<file path="src/hdl/gpu_mem_pkg.sv">
package gpu_mem_pkg;

	localparam int LANES = 8;
	localparam int WORD_W = 32;
	localparam int LINE_W = 27; // Address bits 31:5.
	localparam int SPM_LINES = 64;

	// One lane's address or data word.
	typedef logic [WORD_W-1:0] word_t;

	// Eight words, lane n at bits 32n upward.
	typedef logic [LANES*WORD_W-1:0] lane_vec_t;

	typedef logic [LANES-1:0] pam_t; // Active lane mask.
	typedef logic [2:0] warp_id_t;
	typedef logic [1:0] scb_id_t;
	typedef logic [4:0] reg_addr_t;
	typedef logic [LINE_W-1:0] line_addr_t;
	typedef logic [$clog2(SPM_LINES)-1:0] spm_idx_t;

	// Lane number, also word number inside a line.
	typedef logic [$clog2(LANES)-1:0] lane_idx_t;

	typedef enum logic [2:0]
	{
		IDLE,
		PICK,
		SPM_RD,
		GMEM_WAIT,
		FINISH
	} coal_state_t;

endpackage
</file>
<file path="src/hdl/mem_cfg_regs.sv">
`timescale 1ns/10ps

module mem_cfg_regs (
	input  logic                    clk,
	input  logic                    arst_n_i,
	input  logic                    cfg_we_i,
	input  logic                    cfg_addr_i,
	input  gpu_mem_pkg::word_t      cfg_wdata_i,
	input  logic                    line_done_i,
	output gpu_mem_pkg::word_t      cfg_rdata_o,
	output gpu_mem_pkg::line_addr_t shared_limit_o
);
	import gpu_mem_pkg::*;

	word_t txn_count;

	// Shared lines at or above the limit fault.
	always_ff @(posedge clk or negedge arst_n_i)
	begin
		if (!arst_n_i)
			shared_limit_o <= line_addr_t'(SPM_LINES);
		else if (cfg_we_i && !cfg_addr_i)
			shared_limit_o <= cfg_wdata_i[LINE_W-1:0];
	end

	// Address 1 is read only.
	always_ff @(posedge clk or negedge arst_n_i)
	begin
		if (!arst_n_i)
			txn_count <= '0;
		else if (line_done_i)
			txn_count <= txn_count + 1'b1; // Wraps.
	end

	assign cfg_rdata_o = cfg_addr_i ? txn_count : word_t'(shared_limit_o);

endmodule

</file>
<file path="config.mk">
export PLATFORM = sky130hd
export DESIGN_NAME = mem_cfg_regs
export DESIGN_NICKNAME = d
export VERILOG_FILES = /design/src/hdl/gpu_mem_pkg.sv /design/src/hdl/mem_cfg_regs.sv
export SDC_FILE = /design/constraint.sdc
export NUM_CORES = 1
export LEC_CHECK = 0
export ABC_CLOCK_PERIOD_IN_PS = 1700
export BUFFER_PORTS_ARGS = -buffer_cell sky130_fd_sc_hd__buf_2
export CORE_MARGIN = 5
export CORE_UTILIZATION = 45
export CTS_CLUSTER_SIZE = 25
export DETAILED_ROUTE_END_ITERATION = 16
export PLACE_DENSITY_LB_ADDON = 0.3
export SLEW_MARGIN = 25
export SYNTH_ARGS = -nofsm -noshare
export SYNTH_HDL_FRONTEND = slang
export SYNTH_SLANG_ARGS = --single-unit
</file>
<file path="constraint.sdc">
create_clock -name clk -period 1.7 [get_ports clk]
set_clock_uncertainty 0.1 [all_clocks]
set_input_delay 0.34 -clock clk [delete_from_list [all_inputs] [get_ports clk]]
set_output_delay 0.34 -clock clk [all_outputs]
set_load 0.02 [all_outputs]
</file>
==> run summary <==
Port buffer count: 90
Nets: 370
Drt wl/cell: 14.6 µm
Yosys warning count: 0
Fin util: 0.604
Worst Hold Class: primary input to flop
Detail Placement HPWL: 4120 µm
Top sig layer: met4
Seq/Total Area, Yosys: 0.515
Final Instance Area: 3790 µm²
Final worst slack: 0.0202 ns
Fillers: 520
Area contributors post-synth: dfrtp_1 51%, mux2_2 22%, xnor2_1 7.3%
First-pass DRT Iterations: 4
Yosys top cell area share: 0.505
Overall Power: 4060 µW
Cells after synthesis: 224
Wire length on met2: 2890 µm
Post-synth cell types: 27
Slew headroom: 0.794
FMAX: 0.595 GHz
Vias/cell: 5.12
Iter 0 DRT Violations: 52
Final Hold Violating Endpoints: 0
Total of max-cap violations: 0
Tmin final: 1.68 ns
DRT Wirelength: 6040 µm
Syn_area_per_cell: 12.8 µm²
Clock root cell: clkbuf_8
Req. time, crit path: 1.26 ns
Post-synthesis cell area: 2870 µm²
Max-slew violations: 0
Vias in the first global route: 2120
H-tree levels: 3
Leakage: 0.00185 µW
Met1 WL: 2650 µm
Die Wd: 89.9 µm
Floorplan row count: 29
I/O pin total: 96
Core area: 6280 µm²
CP startpoint kind: flop
Die H: 89.9 µm
Placed cell count: 391
Share of cells above drive strength 1: 0.568
Layout area overhead: 32.1%
Final setup violation count: 0
Post-Syn Nets: 262
Starting density of the core: 0.457
Dpl ws: 0.0764 ns
Clock transition at path regs: 0.06 ns
DP Area: 3500 µm²
Worst-margin pin slew: 0.309 ns
Arrival time worst endpoint: 1.24 ns
Final antenna-violating net count: 0
First-pass GRT wire length: 10200 µm
Die Area: 8080 µm²
Worst vdd ir: 0.879 mV
Largest net degree at the start of global routing: 60
Crit Path Class: flop to output port
Final Non-Filler Cells: 413
FF+latch count, synth: 59
Total GRT Usage: 0.152
Skew-Pair Late Insertion Delay: 0.33 ns
Aggregate global routing overflow: 0
DR vias: 2113
Clk buf depth: 2
RSZ-0062 raised after global routing: true
Diode count: 0
Metal3 WL: 381 µm
Num CTS Buffers: 9
DRC: 0
GP Congestion: 0.763
Initial antenna violation count: 0
CTS tree: built
Sink Count: 59
Status: complete, no violations
Worst Path Max Fanout: 2
Crit share post-route: 0.988
Crit. End Element: output port
Area leader, netlist: dfrtp_1
P per Cell Area: 1070 nW/µm²
Yosys cell counts:
cell type,count
and2_1,6
and3_1,7
and3_2,1
and4_1,2
and4_2,2
buf_2,4
buf_4,1
buf_6,3
clkbuf_1,4
dfrtp_1,58
dfstp_2,1
ha_1,1
inv_1,2
mux2_2,55
nand2_1,9
nand3_1,9
nand4_1,15
nand4_4,1
nand4b_1,2
nor2_1,2
nor2b_1,1
nor3_1,4
nor3_4,1
nor4_2,1
or2_2,1
xnor2_1,24
xor2_1,7
per-stage QoR:
| step | hold WS [ns] | setup TNS, ns |
|---|---|---|
| after floorplan | -0.0556 | -0.943 |
| after global placement | 0.274 | 0 |
| after detailed placement | 0.270 | 0 |
| after CTS | 0.116 | 0 |
| after global routing | 0.117 | -0.0843 |
| final | 0.133 | 0 |
cell families (layout without fill, tap and decap cells):
logic type,count (synthesis),after routing,share of synthesized area
flip-flops,59,59,0.515
AND/OR/NAND/NOR,64,64,0.142
buffers and inverters,14,126,0.0292
XOR/XNOR,31,31,0.0946
multiplexers,55,55,0.216
adder cells (fa/ha/maj),1,1,0.00436
worst paths after layout:
check	slack, ns	cells past startpoint	to	start
min in group asynchronous	0.44	3	txn_count[30]$_DFFE_PN0P_	arst_n_i
setup reg to reg	0.09	5	txn_count[25]$_DFFE_PN0P_	txn_count[5]$_DFFE_PN0P_
setup / recovery	0.02	3	cfg_rdata_o[2]	txn_count[2]$_DFFE_PN0P_
hold / removal	0.13	2	txn_count[0]$_DFFE_PN0P_	line_done_i
max in group asynchronous	0.75	3	shared_limit_o[6]$_DFFE_PN1P_	arst_n_i
hold reg to reg	0.38	1	txn_count[31]$_DFFE_PN0P_	txn_count[31]$_DFFE_PN0P_
flip-flops by register name, summed over array words and instances (netlist names):
signal          count
shared_limit_o     27
txn_count          32
per-layer routing:
layer,vias up,global-route usage
li1,1005,-
met1,1030,0.190
met2,65,0.243
met3,13,0.0451
met4,0,0.0707
met5,-,0
power breakdown:
group | switching (µW) | leakage, µW | total, µW | internal [µW]
clock | 526 | 0.0000953 | 1160 | 636
sequential | 147 | 0.000737 | 1730 | 1580
combinational | 580 | 0.00102 | 1170 | 592
total | 1250 | 0.00185 | 4060 | 2810
layout by cell type, fill, tap and decap left out, drive strengths merged:
| cell | netlist | routed |
|---|---|---|
| buf | 8 | 108 |
| dfrtp | 58 | 58 |
| mux2 | 55 | 55 |
| xnor2 | 24 | 24 |
| nand4 | 16 | 16 |
| clkbuf | 4 | 13 |
| nand3 | 9 | 9 |
| nand2 | 9 | 9 |
| and3 | 8 | 8 |
| xor2 | 7 | 7 |
| and2 | 6 | 6 |
| nor3 | 5 | 5 |
| and4 | 4 | 4 |
| nor2 | 2 | 2 |
| nand4b | 2 | 2 |
| inv | 2 | 2 |
| clkinv | 0 | 2 |
| nor2b | 1 | 1 |
| nor4 | 1 | 1 |
| or2 | 1 | 1 |
| ha | 1 | 1 |
| dlygate4sd3 | 0 | 1 |
| dfstp | 1 | 1 |
layout make-up:
class | instances | area, µm² | area share
Clock buffer | 13 | 169 | 0.0445
Inverter | 2 | 7.51 | 0.00198
Multi-Input combinational cell | 151 | 1330 | 0.350
Timing Repair Buffer | 109 | 698 | 0.184
Clock inverter | 2 | 10.0 | 0.00264
Tap cell | 77 | 96.3 | 0.0254
Sequential cell | 59 | 1480 | 0.391
what timing repair did:
| item | 4_1_cts | 5_1_grt |
|---|---|---|
| setup endpoints to repair | 5 | 10 |
| endpoints found under the hold margin | 58 | 0 |
| resized for setup | 13 | 8 |
| hold buffers | 1 | 0 |
| setup buffers | 4 | 2 |
worst max-delay path, cell delays in order, from the launching register on:
cell,delay [ns]
dfrtp_1,0.40
buf_6,0.12
mux2_4,0.26
buf_6,0.13
(Power assumes the default switching activity.)
