===== src/hdl/gpu_mem_pkg.sv =====
package gpu_mem_pkg;

	localparam int LANES = 8;
	localparam int WORD_W = 32;
	localparam int LINE_W = 27; // Address bits 31:5.
	localparam int SPM_LINES = 64;

	// One lane's address or data word.
	typedef logic [WORD_W-1:0] word_t;

	// Eight words, lane n at bits 32n upward.
	typedef logic [LANES*WORD_W-1:0] lane_vec_t;

	typedef logic [LANES-1:0] pam_t; // Active lane mask.
	typedef logic [2:0] warp_id_t;
	typedef logic [1:0] scb_id_t;
	typedef logic [4:0] reg_addr_t;
	typedef logic [LINE_W-1:0] line_addr_t;
	typedef logic [$clog2(SPM_LINES)-1:0] spm_idx_t;

	// Lane number, also word number inside a line.
	typedef logic [$clog2(LANES)-1:0] lane_idx_t;

	typedef enum logic [2:0]
	{
		IDLE,
		PICK,
		SPM_RD,
		GMEM_WAIT,
		FINISH
	} coal_state_t;

endpackage

===== src/hdl/mem_addr_gen.sv =====
`timescale 1ns/10ps

module mem_addr_gen (
	input  logic                  clk,
	input  logic                  arst_n_i,
	input  logic                  issue_i,
	input  logic                  take_i,
	input  logic                  mem_read_i,
	input  logic                  mem_write_i,
	input  logic                  shared_global_bar_i,
	input  gpu_mem_pkg::warp_id_t warp_id_i,
	input  gpu_mem_pkg::scb_id_t  scb_id_i,
	input  gpu_mem_pkg::pam_t     pam_i,
	input  gpu_mem_pkg::reg_addr_t reg_addr_i,
	input  gpu_mem_pkg::lane_vec_t rs_reg_data_i,
	input  logic [15:0]           offset_i,
	input  gpu_mem_pkg::lane_vec_t write_data_i,
	output logic                  valid_o,
	output logic                  stall_o,
	output logic                  read_o,
	output logic                  write_o,
	output logic                  shared_o,
	output gpu_mem_pkg::warp_id_t warp_id_o,
	output gpu_mem_pkg::scb_id_t  scb_id_o,
	output gpu_mem_pkg::pam_t     pam_o,
	output gpu_mem_pkg::reg_addr_t reg_addr_o,
	output gpu_mem_pkg::lane_vec_t eff_addr_o,
	output gpu_mem_pkg::lane_vec_t write_data_o
);
	import gpu_mem_pkg::*;

	word_t offset_ext;
	lane_vec_t eff_addr;
	logic load;

	assign offset_ext = {{16{offset_i[15]}}, offset_i};

	always_comb
	begin
		for (int n = 0; n < LANES; n++)
			eff_addr[n*WORD_W +: WORD_W] = rs_reg_data_i[n*WORD_W +: WORD_W] + offset_ext;
	end

	// Entry is free when empty or being consumed this cycle.
	assign stall_o = valid_o && !take_i;
	assign load = issue_i && !stall_o;

	always_ff @(posedge clk or negedge arst_n_i)
	begin
		if (!arst_n_i)
			valid_o <= 1'b0;
		else if (load)
			valid_o <= 1'b1;
		else if (take_i)
			valid_o <= 1'b0;
	end

	always_ff @(posedge clk)
	begin
		if (load)
		begin
			read_o       <= mem_read_i;
			write_o      <= mem_write_i;
			shared_o     <= shared_global_bar_i;
			warp_id_o    <= warp_id_i;
			scb_id_o     <= scb_id_i;
			pam_o        <= pam_i;
			reg_addr_o   <= reg_addr_i;
			eff_addr_o   <= eff_addr;
			write_data_o <= write_data_i;
		end
	end

endmodule


===== config.mk =====
export PLATFORM = sky130hd
export DESIGN_NAME = mem_addr_gen
export DESIGN_NICKNAME = d
export VERILOG_FILES = /design/src/hdl/gpu_mem_pkg.sv /design/src/hdl/mem_addr_gen.sv
export SDC_FILE = /design/constraint.sdc
export NUM_CORES = 1
export LEC_CHECK = 0
export ABC_AREA = 1
export ABC_CLOCK_PERIOD_IN_PS = 25700
export BUFFER_PORTS_ARGS = -buffer_cell sky130_fd_sc_hd__buf_2
export CAP_MARGIN = 40
export CORE_AREA = 2 2 422 424
export DETAILED_ROUTE_END_ITERATION = 8
export DIE_AREA = 0 0 424 426
export PLACE_DENSITY_LB_ADDON = 0.08
export SETUP_SLACK_MARGIN = 0.1
export SLEW_MARGIN = 25
export SYNTH_ARGS = -nofsm -noshare
export SYNTH_HDL_FRONTEND = slang
export SYNTH_SLANG_ARGS = --single-unit

===== constraint.sdc =====
create_clock -name clk -period 25.7 [get_ports clk]
set_input_delay 5.14 -clock clk [delete_from_list [all_inputs] [get_ports clk]]
set_output_delay 5.14 -clock clk [all_outputs]
set_load 0.05 [all_outputs]

==> impl_metrics.toml <==
[timing]
max_freq_mhz = 91.6
timing.final.crit_share = 0.425
rsz0062_at_grt = "false"
slew_violations = 0
slew_headroom = 0.389
hold_viol_final = 0
finalCriticalPeriod_ns = 10.91
skew_ns = 0.0407
setup_viol = 0
whs_ns = 0.534
tightest_slew_ns = 0.916
tns_ns = 0

[synthesis]
syn_avg_cell_area_um2 = 7.75
async_flop_share = 0.00187
syn-num-nets = 5284
yosys.area.top_type = "edfxtp_1"
synth_ff_type = "edfxtp_1"
syn_inst = 4475
ys_warn_count = 0
synth_commonest_cells = "nand2_1, inv_1, edfxtp_1"
netlist.area_leader.share = 0.462
synthTopCellsByArea = "edfxtp_1, nand2_1, inv_1"
ys_types = 20
synthesis.area_um2 = 34700
ys_ff_latch = 534
yosysMostFrequentCell = "nand2_1"
synth_edf_count = 533
ys_seq_area_frac = 0.462

[worst_hold_path]
hp-start = "valid_o$_DFFE_PN0P_"
holdPathStages = 2
hold_end = "valid_o$_DFFE_PN0P_"
hp-class = "reg -> reg"

[route]
drcViolationCount = 0
drt_wl_total_um = 170000
drt_iter0_drc = 1673
antenna_left = 0
dr.pass1.iters = 5
avgViaCountPerCell = 3.96
routedWlPerCell_um = 21.1
vias = 31900

[clocking]
cts_tree = "done"
cts_buffers = 75
clockBufferDepth = 3
post_cts_resized = 0
cts_setup_buffers = 0
holdBufCountCts = 0
clock_latency_ns = 0.69
htreeDepth = 3
cts-root-buf = "clkbuf_16"
clkSinkCount = 534
clkSlewWorstSetupHoldPaths_ns = 0.06

[worst_setup_path]
worst-endpoint-required_ns = 20.56
r2r_start = "valid_o$_DFFE_PN0P_"
endpoint_kind = "output port"
critical_path.max_fanout = 2
r2r_cells = 9
cp.arrival_ns = 5.77
r2r_slack_ns = 20.69
timing.rr.end = "eff_addr_o[89]$_DFFE_PP_"
start_kind = "input pin"
path_class = "in -> out"

[power]
power.density_nw_per_um2 = 66.4
leakage_nw = 24.5
ir_worst_vdd_uv = 49.3

[global_route]
grt_start_max_net_pins = 146
antenna_found_initial = 79
grt_overflow = 0
grt_usage = 0.182
first_global_vias = 31600
grt_pass1_wl_um = 232000

[floorplanning]
core_area_um2 = 176000
start_util = 0.197
die_x_um = 424
die_h_um = 426
num_rows = 154
dieArea_um2 = 181000
io_pins = 1088

[cells_and_area]
design_area_um2 = 45800
final_util = 0.261
syn_to_final_growth_pct = 32.2
drive_gt1_frac = 0.224
nets = 6463

[placed_design]
gp_routability_congestion = 0.839
portBuffers = 1087
place_area_um2 = 43200
dp_hpwl_um = 145000

[run]
drv_cap = 0

[outcome]
status = "completed"
-- placed cells by master (no fill, tap or decap), types with 16 or more instances in the layout --
| cell | count |
|---|---|
| nand2_1 | 1824 |
| buf_2 | 1086 |
| inv_1 | 899 |
| edfxtp_1 | 533 |
| nor2_1 | 310 |
| ha_1 | 248 |
| nand3_1 | 194 |
| a21oi_1 | 160 |
| xor2_1 | 118 |
| clkbuf_16 | 75 |
| nand2_2 | 52 |
| nor3_1 | 40 |
| nand4_1 | 30 |
| clkinv_1 | 17 |
| nand3_2 | 16 |
| o21bai_1 | 16 |
-- where the power goes --
part | switching [mW] | internal [mW] | total (mW)
Sequential | 0.0221 | 1.06 | 1.08
Combinational | 0.654 | 0.222 | 0.877
Clock | 0.444 | 0.644 | 1.09
Total | 1.12 | 1.92 | 3.04
-- sequential cells by signal, summed over array words and instances, names as in the netlist --
signal and flops:
eff_addr_o 256, pam_o 8, read_o 1, reg_addr_o 5, scb_id_o 2, shared_o 1
valid_o 1, warp_id_o 3, write_data_o 256, write_o 1
-- cell families (layout without fill, tap and decap cells) --
family	after synthesis	count (layout)	share of synthesized area
flip-flops	534	534	0.462
AO/OA/AOI/OAI	184	184	0.0283
other	0	13	0
adder cells (fa/ha/maj)	256	256	0.0941
XOR/XNOR	128	128	0.0323
buffers and inverters	900	2135	0.0975
AND/OR/NAND/NOR	2473	2473	0.285
-- area by class of cell --
type,instances,area [um^2]
fill,19700,130000
sequential,534,16000
multi-input combinational,3041,15300
timing repair buffer,1103,5690
inverter,899,3370
tap,2340,2930
clock buffer,87,1920
clock inverter,46,596
antenna,13,32.5
-- critical path, stage by stage --
cell and delay (ns):
buf_2 0.09, inv_1 0.06, nand2_1 0.07, inv_1 0.12, buf_2 0.28
-- worst max path at each step --
stage                 from                       to  slack (ns)  cells after the start
CTS                 take_i                  stall_o       14.79                      5
finish              take_i                  stall_o       14.79                      5
global route        take_i                  stall_o       14.74                      5
floorplan           take_i  eff_addr_o[0]$_DFFE_PP_        5.77                      4
global placement    take_i                  stall_o       14.74                      5
detailed placement  take_i                  stall_o       14.79                      5
-- metal layers --
metal,GRT usage,vias to the layer above,share of wire
met4,0.0494,62,0.023
li1,-,16400,-
met5,0,-,0.0022
met3,0.0414,229,0.056
met2,0.348,821,0.53
met1,0.198,14500,0.38
-- metrics by stage --
| step | total power [mW] | instances | setup WS (ns) |
|---|---|---|---|
| 6_report | 3.04 | 8063 | 14.79 |
| 5_1_grt | 3.21 | 8057 | 14.74 |
| 4_1_cts | 3.12 | 8048 | 14.79 |
| 3_5_place_dp | 1.99 | 7915 | 14.79 |
| 3_3_place_gp | 1.99 | 7911 | 14.74 |
| 2_1_floorplan | 1.69 | 4475 | 5.77 |
Note: power is estimated with default switching activity, not from simulation.
