$ cat config.mk
export PLATFORM = sky130hd
export DESIGN_NAME = mem_coalescer
export DESIGN_NICKNAME = d
export VERILOG_FILES = /design/src/hdl/gpu_mem_pkg.sv /design/src/hdl/mem_coalescer.sv
export SDC_FILE = /design/constraint.sdc
export NUM_CORES = 2
export LEC_CHECK = 0
export ABC_AREA = 1
export BUFFER_PORTS_ARGS = -buffer_cell sky130_fd_sc_hd__buf_2
export CAP_MARGIN = 10
export CELL_PAD_IN_SITES_DETAIL_PLACEMENT = 1
export CELL_PAD_IN_SITES_GLOBAL_PLACEMENT = 1
export CORE_AREA = 2 2 743 745
export CTS_CLUSTER_SIZE = 20
export DETAILED_ROUTE_END_ITERATION = 7
export DIE_AREA = 0 0 745 747
export GPL_TIMING_DRIVEN = 0
export PLACE_DENSITY = 0.44
export SLEW_MARGIN = 20
export SYNTH_ARGS = -nofsm -noshare
export SYNTH_HDL_FRONTEND = slang
export SYNTH_SLANG_ARGS = --single-unit
$ cat constraint.sdc
create_clock -name clk -period 19.4 [get_ports clk]
set_input_delay 2.91 -clock clk [delete_from_list [all_inputs] [get_ports clk]]
set_output_delay 2.91 -clock clk [all_outputs]
set_load 0.03 [all_outputs]
$ cat src/hdl/gpu_mem_pkg.sv
package gpu_mem_pkg;

	localparam int LANES = 8;
	localparam int WORD_W = 32;
	localparam int LINE_W = 27; // Address bits 31:5.
	localparam int SPM_LINES = 64;

	// One lane's address or data word.
	typedef logic [WORD_W-1:0] word_t;

	// Eight words, lane n at bits 32n upward.
	typedef logic [LANES*WORD_W-1:0] lane_vec_t;

	typedef logic [LANES-1:0] pam_t; // Active lane mask.
	typedef logic [2:0] warp_id_t;
	typedef logic [1:0] scb_id_t;
	typedef logic [4:0] reg_addr_t;
	typedef logic [LINE_W-1:0] line_addr_t;
	typedef logic [$clog2(SPM_LINES)-1:0] spm_idx_t;

	// Lane number, also word number inside a line.
	typedef logic [$clog2(LANES)-1:0] lane_idx_t;

	typedef enum logic [2:0]
	{
		IDLE,
		PICK,
		SPM_RD,
		GMEM_WAIT,
		FINISH
	} coal_state_t;

endpackage
$ cat src/hdl/mem_coalescer.sv
`timescale 1ns/10ps

module mem_coalescer (
	input  logic                    clk,
	input  logic                    arst_n_i,
	input  logic                    valid_i,
	input  logic                    read_i,
	input  logic                    write_i,
	input  logic                    shared_i,
	input  gpu_mem_pkg::pam_t       pam_i,
	input  gpu_mem_pkg::lane_vec_t  eff_addr_i,
	input  gpu_mem_pkg::lane_vec_t  write_data_i,
	input  gpu_mem_pkg::line_addr_t shared_limit_i,
	input  gpu_mem_pkg::lane_vec_t  spm_rdata_i,
	input  logic                    gmem_ack_i,
	input  gpu_mem_pkg::lane_vec_t  gmem_rdata_i,
	output logic                    take_o,
	output logic                    spm_en_o,
	output logic                    spm_we_o,
	output gpu_mem_pkg::spm_idx_t   spm_idx_o,
	output logic [7:0]              spm_wmask_o,
	output gpu_mem_pkg::lane_vec_t  spm_wdata_o,
	output logic                    gmem_req_o,
	output gpu_mem_pkg::line_addr_t gmem_line_o,
	output logic                    gmem_we_o,
	output logic [7:0]              gmem_wmask_o,
	output gpu_mem_pkg::lane_vec_t  gmem_wdata_o,
	output gpu_mem_pkg::pam_t       lane_we_o,
	output gpu_mem_pkg::lane_vec_t  line_data_o,
	output logic                    fault_o,
	output logic                    finish_o,
	output logic                    line_done_o
);
	import gpu_mem_pkg::*;

	coal_state_t state;
	pam_t rem; // Lanes still to serve.
	lane_vec_t eff_r;
	lane_vec_t wdata_r;
	logic read_r;
	logic write_r;
	logic shared_r;

	lane_idx_t lead;
	line_addr_t line;
	pam_t served;
	logic [LANES-1:0] wmask;
	lane_vec_t wline;
	logic line_fault;
	logic step_pick;

	// Lowest remaining lane sets the line.
	always_comb
	begin
		lead = '0;
		for (int n = LANES - 1; n >= 0; n--)
			if (rem[n])
				lead = lane_idx_t'(n);
	end

	assign line = eff_r[lead*WORD_W + 5 +: LINE_W];

	// Ascending order, so the highest lane owns a shared word.
	always_comb
	begin
		lane_idx_t w;
		served = '0;
		wmask = '0;
		wline = '0;
		for (int n = 0; n < LANES; n++)
		begin
			w = eff_r[n*WORD_W + 2 +: 3];
			if (rem[n] && eff_r[n*WORD_W + 5 +: LINE_W] == line)
			begin
				served[n] = 1'b1;
				wmask[w] = 1'b1;
				wline[w*WORD_W +: WORD_W] = wdata_r[n*WORD_W +: WORD_W];
			end
		end
	end

	assign line_fault = shared_r && (line >= shared_limit_i);
	assign step_pick = (state == PICK) && (rem != '0);

	assign take_o = (state == IDLE) && valid_i;
	assign spm_en_o = step_pick && shared_r && !line_fault;
	assign spm_we_o = spm_en_o && write_r;
	assign spm_idx_o = line[5:0];
	assign spm_wmask_o = wmask;
	assign spm_wdata_o = wline;

	// Fields hold because rem only changes when the line step ends.
	assign gmem_req_o = (state == GMEM_WAIT);
	assign gmem_line_o = line;
	assign gmem_we_o = write_r;
	assign gmem_wmask_o = wmask;
	assign gmem_wdata_o = wline;

	always_comb
	begin
		lane_we_o = '0;
		line_data_o = '0;
		if (step_pick && line_fault)
			lane_we_o = served; // Faulted lanes read zero.
		else if (state == SPM_RD)
		begin
			lane_we_o = served;
			line_data_o = read_r ? spm_rdata_i : '0;
		end
		else if (gmem_req_o && gmem_ack_i)
		begin
			lane_we_o = served;
			line_data_o = read_r ? gmem_rdata_i : '0;
		end
	end

	assign fault_o = step_pick && line_fault;
	assign finish_o = (state == FINISH);
	assign line_done_o = |lane_we_o;

	always_ff @(posedge clk or negedge arst_n_i)
	begin
		if (!arst_n_i)
		begin
			state <= IDLE;
			rem <= '0;
		end
		else
		begin
			case (state)
				IDLE:
					if (valid_i)
					begin
						rem <= pam_i;
						state <= PICK;
					end
				PICK:
					if (rem == '0)
						state <= FINISH;
					else if (line_fault)
						rem <= rem & ~served; // One cycle step.
					else if (shared_r)
						state <= SPM_RD;
					else
						state <= GMEM_WAIT;
				SPM_RD:
				begin
					rem <= rem & ~served;
					state <= PICK;
				end
				GMEM_WAIT:
					if (gmem_ack_i)
					begin
						rem <= rem & ~served;
						state <= PICK;
					end
				default:
					state <= IDLE;
			endcase
		end
	end

	always_ff @(posedge clk)
	begin
		if (take_o)
		begin
			eff_r <= eff_addr_i;
			wdata_r <= write_data_i;
			read_r <= read_i;
			write_r <= write_i;
			shared_r <= shared_i;
		end
	end

endmodule

==> out/summary.txt <==
die height: 747 um
ys flop type: edfxtp_1
DRC Markers: 0
layout cells sized above 1: 0.2114
Setup Total Neg Slack: 0 ns
Hold WC Path Type: reg2reg
CTS tree: yes
Mapped Avg Cell Area: 5.752 um^2
static leakage: 37.88 nW
Initial DRC Count: 8117
total grt overflow: 0
core outline area: 547900 um^2
CP endpoint kind: primary output
clk buf depth: 4
DRT Pass-1 Iters: 6
FF+latch area: 15260 um^2
HPWL Detailed: 666700 um
Nets: 13310
crit-path max FO: 10
Root Buffer: clkbuf_16
Setup Viol. Count Final: 0
Post-Synthesis Cell Area: 58640 um^2
vias in the first global route: 82330
CP delay by family, top: simple AND/OR/NAND/NOR gates
Tot GR Track Use: 0.2589
PortBufs: 1882
slew margin rel.: 0.1131
Internal: 0.004115 W
Chip Width: 745 um
H-Tree Level Count: 3
Clock Skews: 0.09731 ns
Worst Path Buf+Inv: 5
Multi-input gate area: 34280 um^2
VDD IR max: 0.00006893 V
wire per inst: 36.81 um
largest net degree at the start of global routing: 73
Hold Vio Cnt, Final: 0
Synth async-reset ratio: 0.02157
cts hold-fix bufs: 0
final period utilization: 0.6387
Initial Utilization: 0.1070
Fmax: 80.70 MHz
Synth Net Count: 11320
EDFF count, synth: 499
routed vias/inst: 4.166
Synth cell types: 54
PD cells: 139.5 nW/um^2
Critical Path Max Stage Delay: 0.87 ns
crit path DAT: 9.48 ns
Top-Level Pins: 1899
DR vias: 85540
number of max-cap violations: 0
Psw: 0.007448 W
sequential power share: 0.215
Num CTS Buffers: 79
sequential-to-total area share from yosys stat: 0.2602
Area Overhead vs Synth: 41.37%
first-pass GRT wire length: 923000 um
Routed Antenna Nets: 0
synthesis warning total: 0
Hold Slack: 0.6189 ns
Clk network pwr share: 0.132
PostCTS Resize Cnt: 0
worst slew pin tran: 1.320 ns
fillers: 69200
crit path kind: reg2out
placer congestion estimate: 1.016
Yosys reg bits: 510
RSZ-0062 raised after global routing: no
fin crit period: 12.39 ns
clock sinks: 510
WP data required: 16.49 ns
critical path's slowest cell: dfrtp_1
count of pins over their slew limit: 0
switch share: 0.6441
Clk Latency, worst-skew pair: 0.87 ns
cell row count: 272
final WL: 755800 um
DIE AREA: 556500 um^2
setup repair bufs after CTS: 0
Cells after Synth: 10200
initial antenna violation count: 384
outcome: completed
clock-pin slew on the worst setup and hold paths: 0.06 ns
combinational fraction of design power: 0.654
startpoint types: flop
sequential cells by signal, summed over array words and instances (netlist names):
signal,flops
shared_r,1
gmem_we_o,1
rem,8
eff_r,240
read_r,1
state,3
wdata_r,256
worst min-delay path, delay by kind of cell, from the launching register on:
kind,cells,cell delay (ns)
compound gates,1,0.06
flops,1,0.36
buf+inv,1,0.07
simple gates,1,0.08
power groups by stage:
stage | logic (W) | clock network [W] | registers, W
finish | 0.00756 | 0.00152 | 0.00248
global route | 0.00791 | 0.00161 | 0.00246
CTS | 0.00748 | 0.00159 | 0.00244
detailed placement | 0.00746 | 0 | 0.00245
global placement | 0.00717 | 0 | 0.00284
floorplan | 0.00379 | 0 | 0.00213
cell families (layout without fill, tap and decap cells):
logic type | after synthesis | after routing | synth area share
xor gates and xnor gates | 133 | 133 | 0.01986
and+or+nand+nor | 6218 | 6218 | 0.4477
buffers and inverters | 2145 | 4187 | 0.1580
adders and majority gates | 61 | 61 | 0.01302
other | 0 | 1037 | 0
DFF | 510 | 510 | 0.2602
AOI/OAI and AO/OA | 1128 | 1128 | 0.1012
layout make-up:
| class | count | share of cell area |
|---|---|---|
| plain buffers | 974 | 0.05898 |
| clock buffers | 90 | 0.02460 |
| repair buffers | 1905 | 0.1189 |
| diodes | 1037 | 0.03130 |
| clock inverters | 47 | 0.006022 |
| multi-input cells | 7540 | 0.4135 |
| well taps | 7261 | 0.1096 |
| inverters | 1171 | 0.05308 |
| flip-flops and latches | 510 | 0.1841 |
final timing paths:
| check | slack, ns | cells after the start | start | end |
|---|---|---|---|---|
| setup / recovery | 7.01 | 25 | rem[7] | spm_wdata_o[52] |
| hold / removal | 0.62 | 3 | shared_r | state[1] |
| setup reg to reg | 10.95 | 26 | rem[0] | rem[7] |
| hold reg to reg | 0.62 | 3 | shared_r | state[1] |
| max in group asynchronous | 17.23 | 1 | arst_n_i | rem[5] |
| min in group asynchronous | 1.93 | 1 | arst_n_i | rem[4] |
Yosys cell counts, types with 21 or more instances:
master,instances,area (um^2)
nand2_1,3086,11580
nand3_1,1290,6456
nor2_1,1132,4249
inv_1,1126,4227
o21ai_0,785,3929
clkbuf_1,529,1986
edfxtp_1,499,14980
nor3_1,465,2327
buf_4,274,2057
a21oi_1,229,1146
buf_2,130,650.6
nand4_1,102,638.1
xor2_1,100,875.8
o211ai_1,62,465.5
ha_1,61,763.2
buf_1,38,142.6
or2_2,35,219.0
xnor2_1,33,289.0
nand2_2,32,200.2
clkinv_1,23,86.33
inv_2,22,82.58
nor4_1,21,131.4
through the flow:
stage	power [W]	cells	cell area, um^2	util	worst slack [ns]
after floorplan	0.005919	10200	58640	-	1.577
after global placement	0.01001	19340	77140	0.1408	-13.33
after detailed placement	0.009907	19360	77740	0.1419	7.614
after CTS	0.01151	19500	80280	0.1465	6.635
after global routing	0.01198	20430	82640	0.1508	6.629
final	0.01156	20540	82900	0.1513	7.008
placed cells by master, fill, tap and decap left out, types with 6 or more instances in the layout:
cell type  Yosys  routed
a21oi_1      229     229
edfxtp_1     499     499
o21ai_1        8      10
clkinv_1      23      34
nand4_1      102     102
or2_2         35      35
buf_2        130    2013
diode_2        0    1037
nand3_1     1290    1290
nand2_2       32      32
inv_6          0      12
nor2_1      1132    1130
nor2_2         5       7
clkbuf_16      0      80
clkbuf_2       0      15
buf_4        274     281
dfrtp_1       11      11
bufinv_16      0       7
ha_1          61      61
o211ai_1      62      62
xor2_1       100     100
nor3_2         5      23
nor3_1       465     445
clkbuf_1     529     524
buf_1         38      37
buf_16         0      11
inv_1       1126    1126
o21bai_1      13      13
nand2_1     3086    3086
o21ai_0      785     782
xnor2_1       33      33
or2_0          6       6
nor4_1        21      16
o31ai_1        8       8
nand3b_1      18      18
inv_2         22      22
per-layer routing:
metal	share of wire	GRT usage	routed length (um)	vias to the layer above
met4	0.11	0.2299	81070	154
met2	0.48	0.4477	365100	4230
li1	-	-	-	37620
met5	0.0013	0	970	-
met1	0.35	0.2673	262100	42060
met3	0.062	0.04794	46630	1477
No activity file was read; power rests on OpenSTA's default activity.
